===== config.mk =====
export PLATFORM = sky130hd
export DESIGN_NAME = mipsCore
export DESIGN_NICKNAME = d
export VERILOG_FILES = /design/src/logic/coreDefsPkg.sv /design/src/logic/wbPkg.sv /design/src/logic/aluUnit.sv /design/src/logic/ctrlFsm.sv /design/src/logic/dataPath.sv /design/src/logic/mipsCore.sv /design/src/logic/regFile.sv
export SDC_FILE = /design/constraint.sdc
export NUM_CORES = 2
export LEC_CHECK = 0
export BUFFER_PORTS_ARGS = -buffer_cell sky130_fd_sc_hd__buf_4
export CAP_MARGIN = 10
export CORE_UTILIZATION = 59
export CTS_BUF_LIST = sky130_fd_sc_hd__clkbuf_2 sky130_fd_sc_hd__clkbuf_4 sky130_fd_sc_hd__clkbuf_8
export DETAILED_ROUTE_END_ITERATION = 6
export PLACE_DENSITY = 0.78
export SYNTH_ARGS = -nofsm -noshare
export SYNTH_HDL_FRONTEND = slang
export SYNTH_SLANG_ARGS = --single-unit

===== constraint.sdc =====
create_clock -name clk -period 10.6 [get_ports clk]
set_input_delay 2.12 -clock clk [delete_from_list [all_inputs] [get_ports clk]]
set_output_delay 2.12 -clock clk [all_outputs]
set_load 0.1 [all_outputs]

===== src/logic/coreDefsPkg.sv =====
`default_nettype none

package coreDefsPkg;

    localparam int dataWidth = 32;

    typedef logic [dataWidth-1:0] word_t;
    typedef logic [4:0] regAddr_t;

    // kept MIPS opcodes only
    typedef enum logic [5:0] {
        rFormat = 6'h00,
        j       = 6'h02,
        beq     = 6'h04,
        bne     = 6'h05,
        addi    = 6'h08,
        addiu   = 6'h09,
        slti    = 6'h0a,
        lui     = 6'h0f,
        lw      = 6'h23,
        sw      = 6'h2b
    } opcode_t;

    typedef enum logic [5:0] {
        fnAdd = 6'h20,
        fnSub = 6'h22,
        fnAnd = 6'h24,
        fnSlt = 6'h2a
    } funct_t;

    typedef enum logic [2:0] {aluPass, aluAdd, aluSub, aluAnd, aluSlt} aluOp_t;

    typedef enum logic {srcAPc, srcAReg} aluSrcA_t;
    typedef enum logic [1:0] {srcBReg, srcBFour, srcBImm, srcBImmShift} aluSrcB_t;
    typedef enum logic {dstRt, dstRd} regDst_t;
    typedef enum logic [1:0] {wbAluOut, wbMem, wbSlt, wbLui} wbSrc_t;
    typedef enum logic [2:0] {pcAluResult, pcAluOut, pcJump, pcOvfVector, pcOpcVector} pcSrc_t;

    typedef struct packed {
        logic     pcWrite;
        logic     irWrite;
        logic     regWrite;
        logic     abWrite;
        logic     aluOutWrite;
        logic     mdrWrite;
        aluOp_t   aluOp;
        aluSrcA_t aluSrcA;
        aluSrcB_t aluSrcB;
        regDst_t  regDst;
        wbSrc_t   wbSrc;
        pcSrc_t   pcSrc;
        logic     busReq;
        logic     busWe;
        logic     busAdrFromAlu; // else address comes from PC
    } ctrlWord_t;

    typedef struct packed {
        logic zero;
        logic overflow;
    } flags_t;

endpackage

`default_nettype wire


===== src/logic/wbPkg.sv =====
`default_nettype none

package wbPkg;

    localparam int adrWidth = 32;
    localparam int datWidth = 32;

    // master side of classic single transfers
    typedef struct packed {
        logic                cyc;
        logic                stb;
        logic                we;
        logic [adrWidth-1:0] adr;
        logic [datWidth-1:0] dat;
    } wbReq_t;

    typedef struct packed {
        logic                ack;
        logic [datWidth-1:0] dat; // valid with ack on reads
    } wbRsp_t;

endpackage

`default_nettype wire


===== src/logic/aluUnit.sv =====
`timescale 1ns/1ns
`default_nettype none

module aluUnit (
    input  coreDefsPkg::word_t  a,
    input  coreDefsPkg::word_t  b,
    input  coreDefsPkg::aluOp_t op,
    output coreDefsPkg::word_t  result,
    output coreDefsPkg::flags_t flags
);
    import coreDefsPkg::*;

    word_t sum, diff;
    logic  lessThan, overflow;

    assign sum      = a + b;
    assign diff     = a - b;
    assign lessThan = $signed(a) < $signed(b);

    always_comb begin
        case (op)
            aluAdd:  result = sum;
            aluSub:  result = diff;
            aluAnd:  result = a & b;
            aluSlt:  result = {{(dataWidth-1){1'b0}}, lessThan};
            default: result = a; // pass
        endcase
    end

    // signed overflow from operand and result signs
    always_comb begin
        case (op)
            aluAdd:  overflow = (a[dataWidth-1] == b[dataWidth-1])
                             && (sum[dataWidth-1] != a[dataWidth-1]);
            aluSub:  overflow = (a[dataWidth-1] != b[dataWidth-1])
                             && (diff[dataWidth-1] != a[dataWidth-1]);
            default: overflow = 1'b0;
        endcase
    end

    assign flags.overflow = overflow;
    assign flags.zero     = (result == '0);

endmodule

`default_nettype wire


===== src/logic/ctrlFsm.sv =====
`timescale 1ns/1ns
`default_nettype none

module ctrlFsm (
    input  logic                   clk,
    input  logic                   reset,
    input  coreDefsPkg::opcode_t   opcode,
    input  coreDefsPkg::funct_t    funct,
    input  coreDefsPkg::flags_t    flags,
    input  logic                   busAck,
    output coreDefsPkg::ctrlWord_t ctrl
);
    import coreDefsPkg::*;

    typedef enum logic [2:0] {
        fetch,
        decode,
        execute,
        aluWriteBack,
        memAccess,
        loadWriteBack,
        trapOverflow,
        trapOpcode
    } state_t;

    state_t   state, nextState;
    logic     started;
    logic     isRType, functOk, trapsOnOvf, ovfTrap;
    aluOp_t   execOp;
    aluSrcB_t execSrcB;

    assign isRType    = (opcode == rFormat);
    assign functOk    = funct inside {fnAdd, fnSub, fnAnd, fnSlt};
    assign trapsOnOvf = (opcode == addi) || (isRType && funct inside {fnAdd, fnSub});
    assign ovfTrap    = trapsOnOvf && flags.overflow; // addiu never traps
    assign execSrcB   = (isRType || opcode == beq || opcode == bne) ? srcBReg : srcBImm;

    always_comb begin
        if (isRType) begin
            case (funct)
                fnSub:   execOp = aluSub;
                fnAnd:   execOp = aluAnd;
                fnSlt:   execOp = aluSlt;
                default: execOp = aluAdd;
            endcase
        end else if (opcode == beq || opcode == bne) begin
            execOp = aluSub; // compare through zero flag
        end else if (opcode == slti) begin
            execOp = aluSlt;
        end else begin
            execOp = aluAdd;
        end
    end

    always_comb begin
        ctrl       = '0;
        ctrl.aluOp = aluPass;
        nextState  = state;
        case (state)
            fetch: begin
                ctrl.busReq  = started; // bus stays idle the first cycle out of reset
                ctrl.aluSrcA = srcAPc;
                ctrl.aluSrcB = srcBFour;
                ctrl.aluOp   = aluAdd;
                ctrl.pcSrc   = pcAluResult;
                if (busAck) begin
                    ctrl.irWrite = 1'b1;
                    ctrl.pcWrite = 1'b1;
                    nextState    = decode;
                end
            end
            decode: begin
                ctrl.abWrite     = 1'b1;
                ctrl.aluOutWrite = 1'b1; // speculative branch target
                ctrl.aluSrcA     = srcAPc;
                ctrl.aluSrcB     = srcBImmShift;
                ctrl.aluOp       = aluAdd;
                nextState        = execute;
            end
            execute: begin
                ctrl.aluSrcA = srcAReg;
                ctrl.aluSrcB = execSrcB;
                ctrl.aluOp   = execOp;
                nextState    = fetch;
                case (opcode)
                    rFormat: begin
                        ctrl.aluOutWrite = 1'b1;
                        nextState        = functOk ? aluWriteBack : trapOpcode;
                    end
                    addi, addiu: begin
                        ctrl.aluOutWrite = 1'b1;
                        nextState        = aluWriteBack;
                    end
                    lw, sw: begin
                        ctrl.aluOutWrite = 1'b1; // effective address
                        nextState        = memAccess;
                    end
                    slti: begin
                        ctrl.regWrite = 1'b1;
                        ctrl.regDst   = dstRt;
                        ctrl.wbSrc    = wbSlt;
                    end
                    lui: begin
                        ctrl.regWrite = 1'b1;
                        ctrl.regDst   = dstRt;
                        ctrl.wbSrc    = wbLui;
                    end
                    beq: begin
                        ctrl.pcWrite = flags.zero;
                        ctrl.pcSrc   = pcAluOut;
                    end
                    bne: begin
                        ctrl.pcWrite = !flags.zero;
                        ctrl.pcSrc   = pcAluOut;
                    end
                    j: begin
                        ctrl.pcWrite = 1'b1;
                        ctrl.pcSrc   = pcJump;
                    end
                    default: begin
                        nextState = trapOpcode;
                    end
                endcase
            end
            aluWriteBack: begin
                // ALU recomputes so the overflow flag is live here
                ctrl.aluSrcA  = srcAReg;
                ctrl.aluSrcB  = execSrcB;
                ctrl.aluOp    = execOp;
                ctrl.regDst   = isRType ? dstRd : dstRt;
                ctrl.wbSrc    = wbAluOut;
                ctrl.regWrite = !ovfTrap;
                nextState     = ovfTrap ? trapOverflow : fetch;
            end
            memAccess: begin
                ctrl.busReq        = 1'b1;
                ctrl.busWe         = (opcode == sw);
                ctrl.busAdrFromAlu = 1'b1;
                if (busAck) begin
                    ctrl.mdrWrite = (opcode == lw);
                    nextState     = (opcode == lw) ? loadWriteBack : fetch;
                end
            end
            loadWriteBack: begin
                ctrl.regWrite = 1'b1;
                ctrl.regDst   = dstRt;
                ctrl.wbSrc    = wbMem;
                nextState     = fetch;
            end
            trapOverflow: begin
                ctrl.pcWrite = 1'b1;
                ctrl.pcSrc   = pcOvfVector;
                nextState    = fetch;
            end
            trapOpcode: begin
                ctrl.pcWrite = 1'b1;
                ctrl.pcSrc   = pcOpcVector;
                nextState    = fetch;
            end
            default: begin
                nextState = fetch;
            end
        endcase
    end

    always_ff @(posedge clk) begin
        if (reset) begin
            state   <= fetch;
            started <= 1'b0;
        end else begin
            state   <= nextState;
            started <= 1'b1;
        end
    end

    assert property (@(posedge clk) disable iff (reset)
        !$isunknown(state) && state inside {fetch, decode, execute, aluWriteBack,
            memAccess, loadWriteBack, trapOverflow, trapOpcode})
        else $error("illegal FSM state %0d", state);

    assert property (@(posedge clk) disable iff (reset)
        !(ctrl.pcWrite && ctrl.regWrite))
        else $error("PC and register file written in the same cycle");

    // overflowed result never reaches the register file
    assert property (@(posedge clk) disable iff (reset)
        (state == trapOverflow) |-> $past(state == aluWriteBack && !ctrl.regWrite))
        else $error("overflow trap followed a register write");

endmodule

`default_nettype wire


===== src/logic/dataPath.sv =====
`timescale 1ns/1ns
`default_nettype none

module dataPath #(
    parameter coreDefsPkg::word_t resetPc        = 32'h0000_0000,
    parameter coreDefsPkg::word_t overflowVector = 32'h0000_0100,
    parameter coreDefsPkg::word_t opcodeVector   = 32'h0000_0180
) (
    input  logic                   clk,
    input  logic                   reset,
    input  coreDefsPkg::ctrlWord_t ctrl,
    output coreDefsPkg::opcode_t   opcode,
    output coreDefsPkg::funct_t    funct,
    output coreDefsPkg::flags_t    flags,
    output logic                   busAck,
    output wbPkg::wbReq_t          wbOut,
    input  wbPkg::wbRsp_t          wbIn
);
    import coreDefsPkg::*;

    word_t    pc, ir, regA, regB, aluOut, mdr;
    word_t    rsData, rtData, immExt, aluA, aluB, aluResult, wrData, pcNext;
    regAddr_t wrAddr;

    assign opcode = opcode_t'(ir[31:26]);
    assign funct  = funct_t'(ir[5:0]);
    assign immExt = {{16{ir[15]}}, ir[15:0]};
    assign wrAddr = (ctrl.regDst == dstRd) ? ir[15:11] : ir[20:16];

    always_comb begin
        case (ctrl.wbSrc)
            wbMem:   wrData = mdr;
            wbSlt:   wrData = aluResult;
            wbLui:   wrData = {ir[15:0], 16'h0000};
            default: wrData = aluOut;
        endcase
    end

    regFile regs (
        .clk    (clk),
        .reset  (reset),
        .rs     (ir[25:21]),
        .rt     (ir[20:16]),
        .wrAddr (wrAddr),
        .wrData (wrData),
        .wrEn   (ctrl.regWrite),
        .rsData (rsData),
        .rtData (rtData)
    );

    assign aluA = (ctrl.aluSrcA == srcAReg) ? regA : pc;

    always_comb begin
        case (ctrl.aluSrcB)
            srcBFour:     aluB = 32'd4;
            srcBImm:      aluB = immExt;
            srcBImmShift: aluB = {immExt[29:0], 2'b00};
            default:      aluB = regB;
        endcase
    end

    aluUnit alu (
        .a      (aluA),
        .b      (aluB),
        .op     (ctrl.aluOp),
        .result (aluResult),
        .flags  (flags)
    );

    always_comb begin
        case (ctrl.pcSrc)
            pcAluOut:    pcNext = aluOut;
            pcJump:      pcNext = {pc[31:28], ir[25:0], 2'b00}; // pc already +4
            pcOvfVector: pcNext = overflowVector;
            pcOpcVector: pcNext = opcodeVector;
            default:     pcNext = aluResult;
        endcase
    end

    always_ff @(posedge clk) begin
        if (reset) begin
            pc <= resetPc;
            ir <= '0;
        end else begin
            if (ctrl.pcWrite) begin
                pc <= pcNext;
            end
            if (ctrl.irWrite) begin
                ir <= wbIn.dat;
            end
        end
    end

    always_ff @(posedge clk) begin
        if (ctrl.abWrite) begin
            regA <= rsData;
            regB <= rtData;
        end
        if (ctrl.aluOutWrite) begin
            aluOut <= aluResult;
        end
        if (ctrl.mdrWrite) begin
            mdr <= wbIn.dat;
        end
    end

    // classic master, request held by the FSM until ack
    assign wbOut.cyc = ctrl.busReq;
    assign wbOut.stb = ctrl.busReq;
    assign wbOut.we  = ctrl.busWe;
    assign wbOut.adr = ctrl.busAdrFromAlu ? aluOut : pc;
    assign wbOut.dat = regB;
    assign busAck    = wbIn.ack & ctrl.busReq;

    assert property (@(posedge clk) disable iff (reset)
        (wbOut.stb && !wbIn.ack) |=> (wbOut.stb && $stable(wbOut.adr) && $stable(wbOut.we)))
        else $error("bus request changed while waiting for ack");

endmodule

`default_nettype wire


===== src/logic/mipsCore.sv =====
`timescale 1ns/1ns
`default_nettype none

module mipsCore #(
    parameter coreDefsPkg::word_t resetPc        = 32'h0000_0000,
    parameter coreDefsPkg::word_t overflowVector = 32'h0000_0100,
    parameter coreDefsPkg::word_t opcodeVector   = 32'h0000_0180
) (
    input  logic          clk,
    input  logic          reset,
    output wbPkg::wbReq_t wbOut,
    input  wbPkg::wbRsp_t wbIn
);
    import coreDefsPkg::*;

    ctrlWord_t ctrl;
    opcode_t   opcode;
    funct_t    funct;
    flags_t    flags;
    logic      busAck;

    ctrlFsm fsm (
        .clk    (clk),
        .reset  (reset),
        .opcode (opcode),
        .funct  (funct),
        .flags  (flags),
        .busAck (busAck),
        .ctrl   (ctrl)
    );

    dataPath #(
        .resetPc        (resetPc),
        .overflowVector (overflowVector),
        .opcodeVector   (opcodeVector)
    ) dp (
        .clk    (clk),
        .reset  (reset),
        .ctrl   (ctrl),
        .opcode (opcode),
        .funct  (funct),
        .flags  (flags),
        .busAck (busAck),
        .wbOut  (wbOut),
        .wbIn   (wbIn)
    );

endmodule

`default_nettype wire


===== src/logic/regFile.sv =====
`timescale 1ns/1ns
`default_nettype none

module regFile (
    input  logic                  clk,
    input  logic                  reset,
    input  coreDefsPkg::regAddr_t rs,
    input  coreDefsPkg::regAddr_t rt,
    input  coreDefsPkg::regAddr_t wrAddr,
    input  coreDefsPkg::word_t    wrData,
    input  logic                  wrEn,
    output coreDefsPkg::word_t    rsData,
    output coreDefsPkg::word_t    rtData
);
    import coreDefsPkg::*;

    word_t regs [32];

    always_ff @(posedge clk) begin
        if (reset) begin
            for (int i = 0; i < 32; i++) begin
                regs[i] <= '0;
            end
        end else if (wrEn && wrAddr != '0) begin // $zero is read only
            regs[wrAddr] <= wrData;
        end
    end

    assign rsData = regs[rs];
    assign rtData = regs[rt];

    assert property (@(posedge clk) disable iff (reset)
        ((rs != '0) || (rsData == '0)) && ((rt != '0) || (rtData == '0)))
        else $error("register zero read nonzero");

endmodule

`default_nettype wire


==> out/summary.txt <==
WL/cell - 35.1 um
Syn Area/Cell - 13.9 um2
Seq cells post-synth - 1220
Final Hold Fails - 0
CTS tree - yes
internal power - 8.38 mW
drt pass-1 iters - 7
Post-Place Cells - 5970
switching portion of total power - 0.308
Slew Limit Fails - 0
Power Total - 12.1 mW
pwr/cell area - 168 mW/mm2
Synth top area share - 0.525
Reg-to-Reg Start - dp.ir[26]
CP Buf/Inv Count - 4
Resized cells post-CTS - 0
DRC violations left - 16
clock buffer depth - 3
layout cells sized above 1 - 0.300
share of power burned in the clock network - 0.328
CP delay by family, top - simple AND/OR/NAND/NOR gates
Seq/Total Area, Yosys - 0.546
Least-Margin Pin Slew - 1.26 ns
row count - 122
first-pass GRT wire length - 320000 um
Synth Instances - 4752
Hold Crit Class - flop to flop
post-route cell area - 0.0719 mm2
H-tree levels - 4
max-slew headroom at the worst pin - 0.150
count leader, synth - edfxtp_1
gr usage total - 0.396
Peak VDD IR - 0.150 mV
initial drt markers - 8888
Die Wd - 336 um
status - finished with violations
Critical Path Source - dp.ir[26]
routability congestion estimate - 0.995
Num CTS Buffers - 194
Largest stage delay, worst path - 0.77 ns
max-cap viol count - 0
Remaining Overflow, GRT - 0
Std-Cell Core Area - 0.111 mm2
P_leak - 23.8 nW
dpl ws - 2.34 ns
post-synthesis cell area - 0.0659 mm2
CTS Hold Buffers Added - 0
initial antenna violation count - 20
Setup Fix Bufs, Post-CTS - 0
Ys Warns - 0
synth top area cells - edfxtp_1 (52%), mux4_2 (22%), nor2_1 (4.6%), clkbuf_1 (2.8%), nor4_1 (2.5%)
RSZ-0062 raised after global routing - false
final WL - 222000 um
synth-to-layout area growth - 9.07%
most frequent CP cell - o21ai_0
FMAX - 116 MHz
crit-path max FO - 99
number of flops mapped to enable cells by yosys - 1152
crit path DAT - 9.01 ns
critical path required time - 11.01 ns
failing checks - DRC
Unique masters post-synth - 92
Final TNS setup - 0 ns
Placed Area - 0.0681 mm2
Top FF cell, synth - edfxtp_1
Final ANT Viol Nets - 0
Worst-path clk slew - 0.07 ns
Comb pwr share - 0.201
Final setup viols - 0
Die Span Y - 336 um
Via-to-Cell Ratio - 7.49
largest net degree at the start of global routing - 126
Async SR Flop Fraction - 0
final instance count without filler cells - 6321
Hold Startpoint - dp.pc[27]
Crit-path slowest cell - nor3_1
vias in the first global route - 45295
Clk Latency, worst-skew pair - 0.93 ns
Final Critical Period - 8.60 ns
CP Cell Sequence - or4_1 -> nor2_1 -> nor3_2 -> buf_4 -> nor2_1 -> a222oi_1 -> inv_1 -> ha_1 -> nor2b_1 -> o21ai_0 -> a311oi_1 -> nor3_1 -> and3_1 -> o211a_1 -> o21ai_0 -> a221oi_1 -> o21ai_0 -> o211ai_1 -> buf_12 -> buf_12 -> or3_2 -> nand2_2
crit path kind - flop to flop
routed vias - 47368
clk root buf - clkbuf_8
Fin Clk Skew - 0.0836 ns
# port buffers - 101
Initial Util - 0.595
total clock sinks - 1220
Worst setup EP type - flop
DIE AREA - 0.113 mm2
CP Launch Type - flop
final worst slack - 2.00 ns
most common library cells after synthesis - edfxtp_1 (1152), nor2_1 (815), mux4_2 (640)
I/O pins - 102
final net count - 4782
cell taking the most area after synthesis - edfxtp_1
Flop pwr share - 0.471
detailed placement HPWL - 148000 um
period utilization - 0.811
Net Switching - 3.72 mW
-- power groups by stage --
| stage | logic, mW | clock network [mW] | registers [mW] |
|---|---|---|---|
| after global placement | 2.33 | 0 | 5.77 |
| after global routing | 2.48 | 4.15 | 5.71 |
| after detailed placement | 2.34 | 0 | 5.79 |
| after CTS | 2.35 | 3.96 | 5.69 |
| after floorplan | 1.53 | 0 | 5.73 |
| final | 2.43 | 3.97 | 5.70 |
-- area by class of cell --
type	count	area, um2
clock inverters	64	350
well taps	1488	1860
diodes	4	10.0
fillers	7737	38800
inverters	74	279
clock buffers	283	3400
repair buffers	250	1920
flip-flops and latches	1220	36000
multi-input cells	2938	28100
-- state kept, by name, indices dropped and copies added, names as in the netlist --
register      count
dp.regB          32
dp.regs.regs   1024
dp.ir            32
dp.aluOut        32
dp.mdr           32
dp.regA          32
dp.pc            32
fsm.started       1
fsm.state         3
-- kinds of logic (layout without fill, tap and decap cells) --
kind of cell / count (synthesis) / in the layout / share of synthesized area
AO/OA/AOI/OAI: 525 / 525 / 0.0586
XOR/XNOR: 19 / 19 / 0.00253
flip-flops: 1220 / 1220 / 0.546
adder cells (fa/ha/maj): 69 / 69 / 0.0133
buffers and inverters: 625 / 671 / 0.0363
other: 1 / 36 / 0.0000569
AND/OR/NAND/NOR: 1543 / 1543 / 0.106
multiplexers: 750 / 750 / 0.238
-- cell usage in the layout, fill, tap and decap left out, types with 11 or more instances in the layout --
master and n:
a22oi_2 15, a211oi_2 21, inv_1 73, a22oi_1 13, nor3_1 45, conb_1 32
a31oi_1 15, dfxtp_1 57, nor2b_1 18, clkbuf_4 79, mux4_2 640, o31ai_1 14
or3_2 23, ha_1 67, nand3_1 25, buf_4 245, a221oi_1 12, clkbuf_8 204
clkinv_2 13, o21a_1 22, a221o_1 12, nand2_1 227, mux2_2 95, nor4_1 266
a21oi_1 122, a21o_1 19, nor2_1 811, a222oi_1 54, o211ai_1 19, xnor2_1 17
and3_1 11, clkinv_1 37, nand2b_1 15, a211oi_1 14, edfxtp_1 1152, o21ai_0 67
mux2i_1 13, nand2_2 27
-- metrics by stage --
| stage | utilization | hold slack [ns] |
|---|---|---|
| 2_1_floorplan | - | 0.459 |
| 3_3_place_gp | 0.615 | 0.490 |
| 3_5_place_dp | 0.615 | 0.497 |
| 4_1_cts | 0.649 | 0.511 |
| 5_1_grt | 0.649 | 0.541 |
| 6_report | 0.649 | 0.530 |
-- worst paths after layout --
| path | end | slack, ns | cells after the start |
|---|---|---|---|
| worst min-delay path | dp.pc[27] | 0.53 | 1 |
| worst min register to register | dp.pc[27] | 0.53 | 1 |
| worst max-delay path | dp.regs.regs[28][4] | 2.00 | 22 |
| worst max register to register | dp.regs.regs[28][4] | 2.00 | 22 |
-- layer usage --
layer / global-route usage / share of wire / vias to the layer above
met2: 0.614 / 0.46 / 4315
li1: - / - / 18661
met5: 0 / 0.00072 / -
met1: 0.523 / 0.33 / 23571
met3: 0.111 / 0.15 / 797
met4: 0.187 / 0.058 / 24
Note: power is estimated with default switching activity, not from simulation.
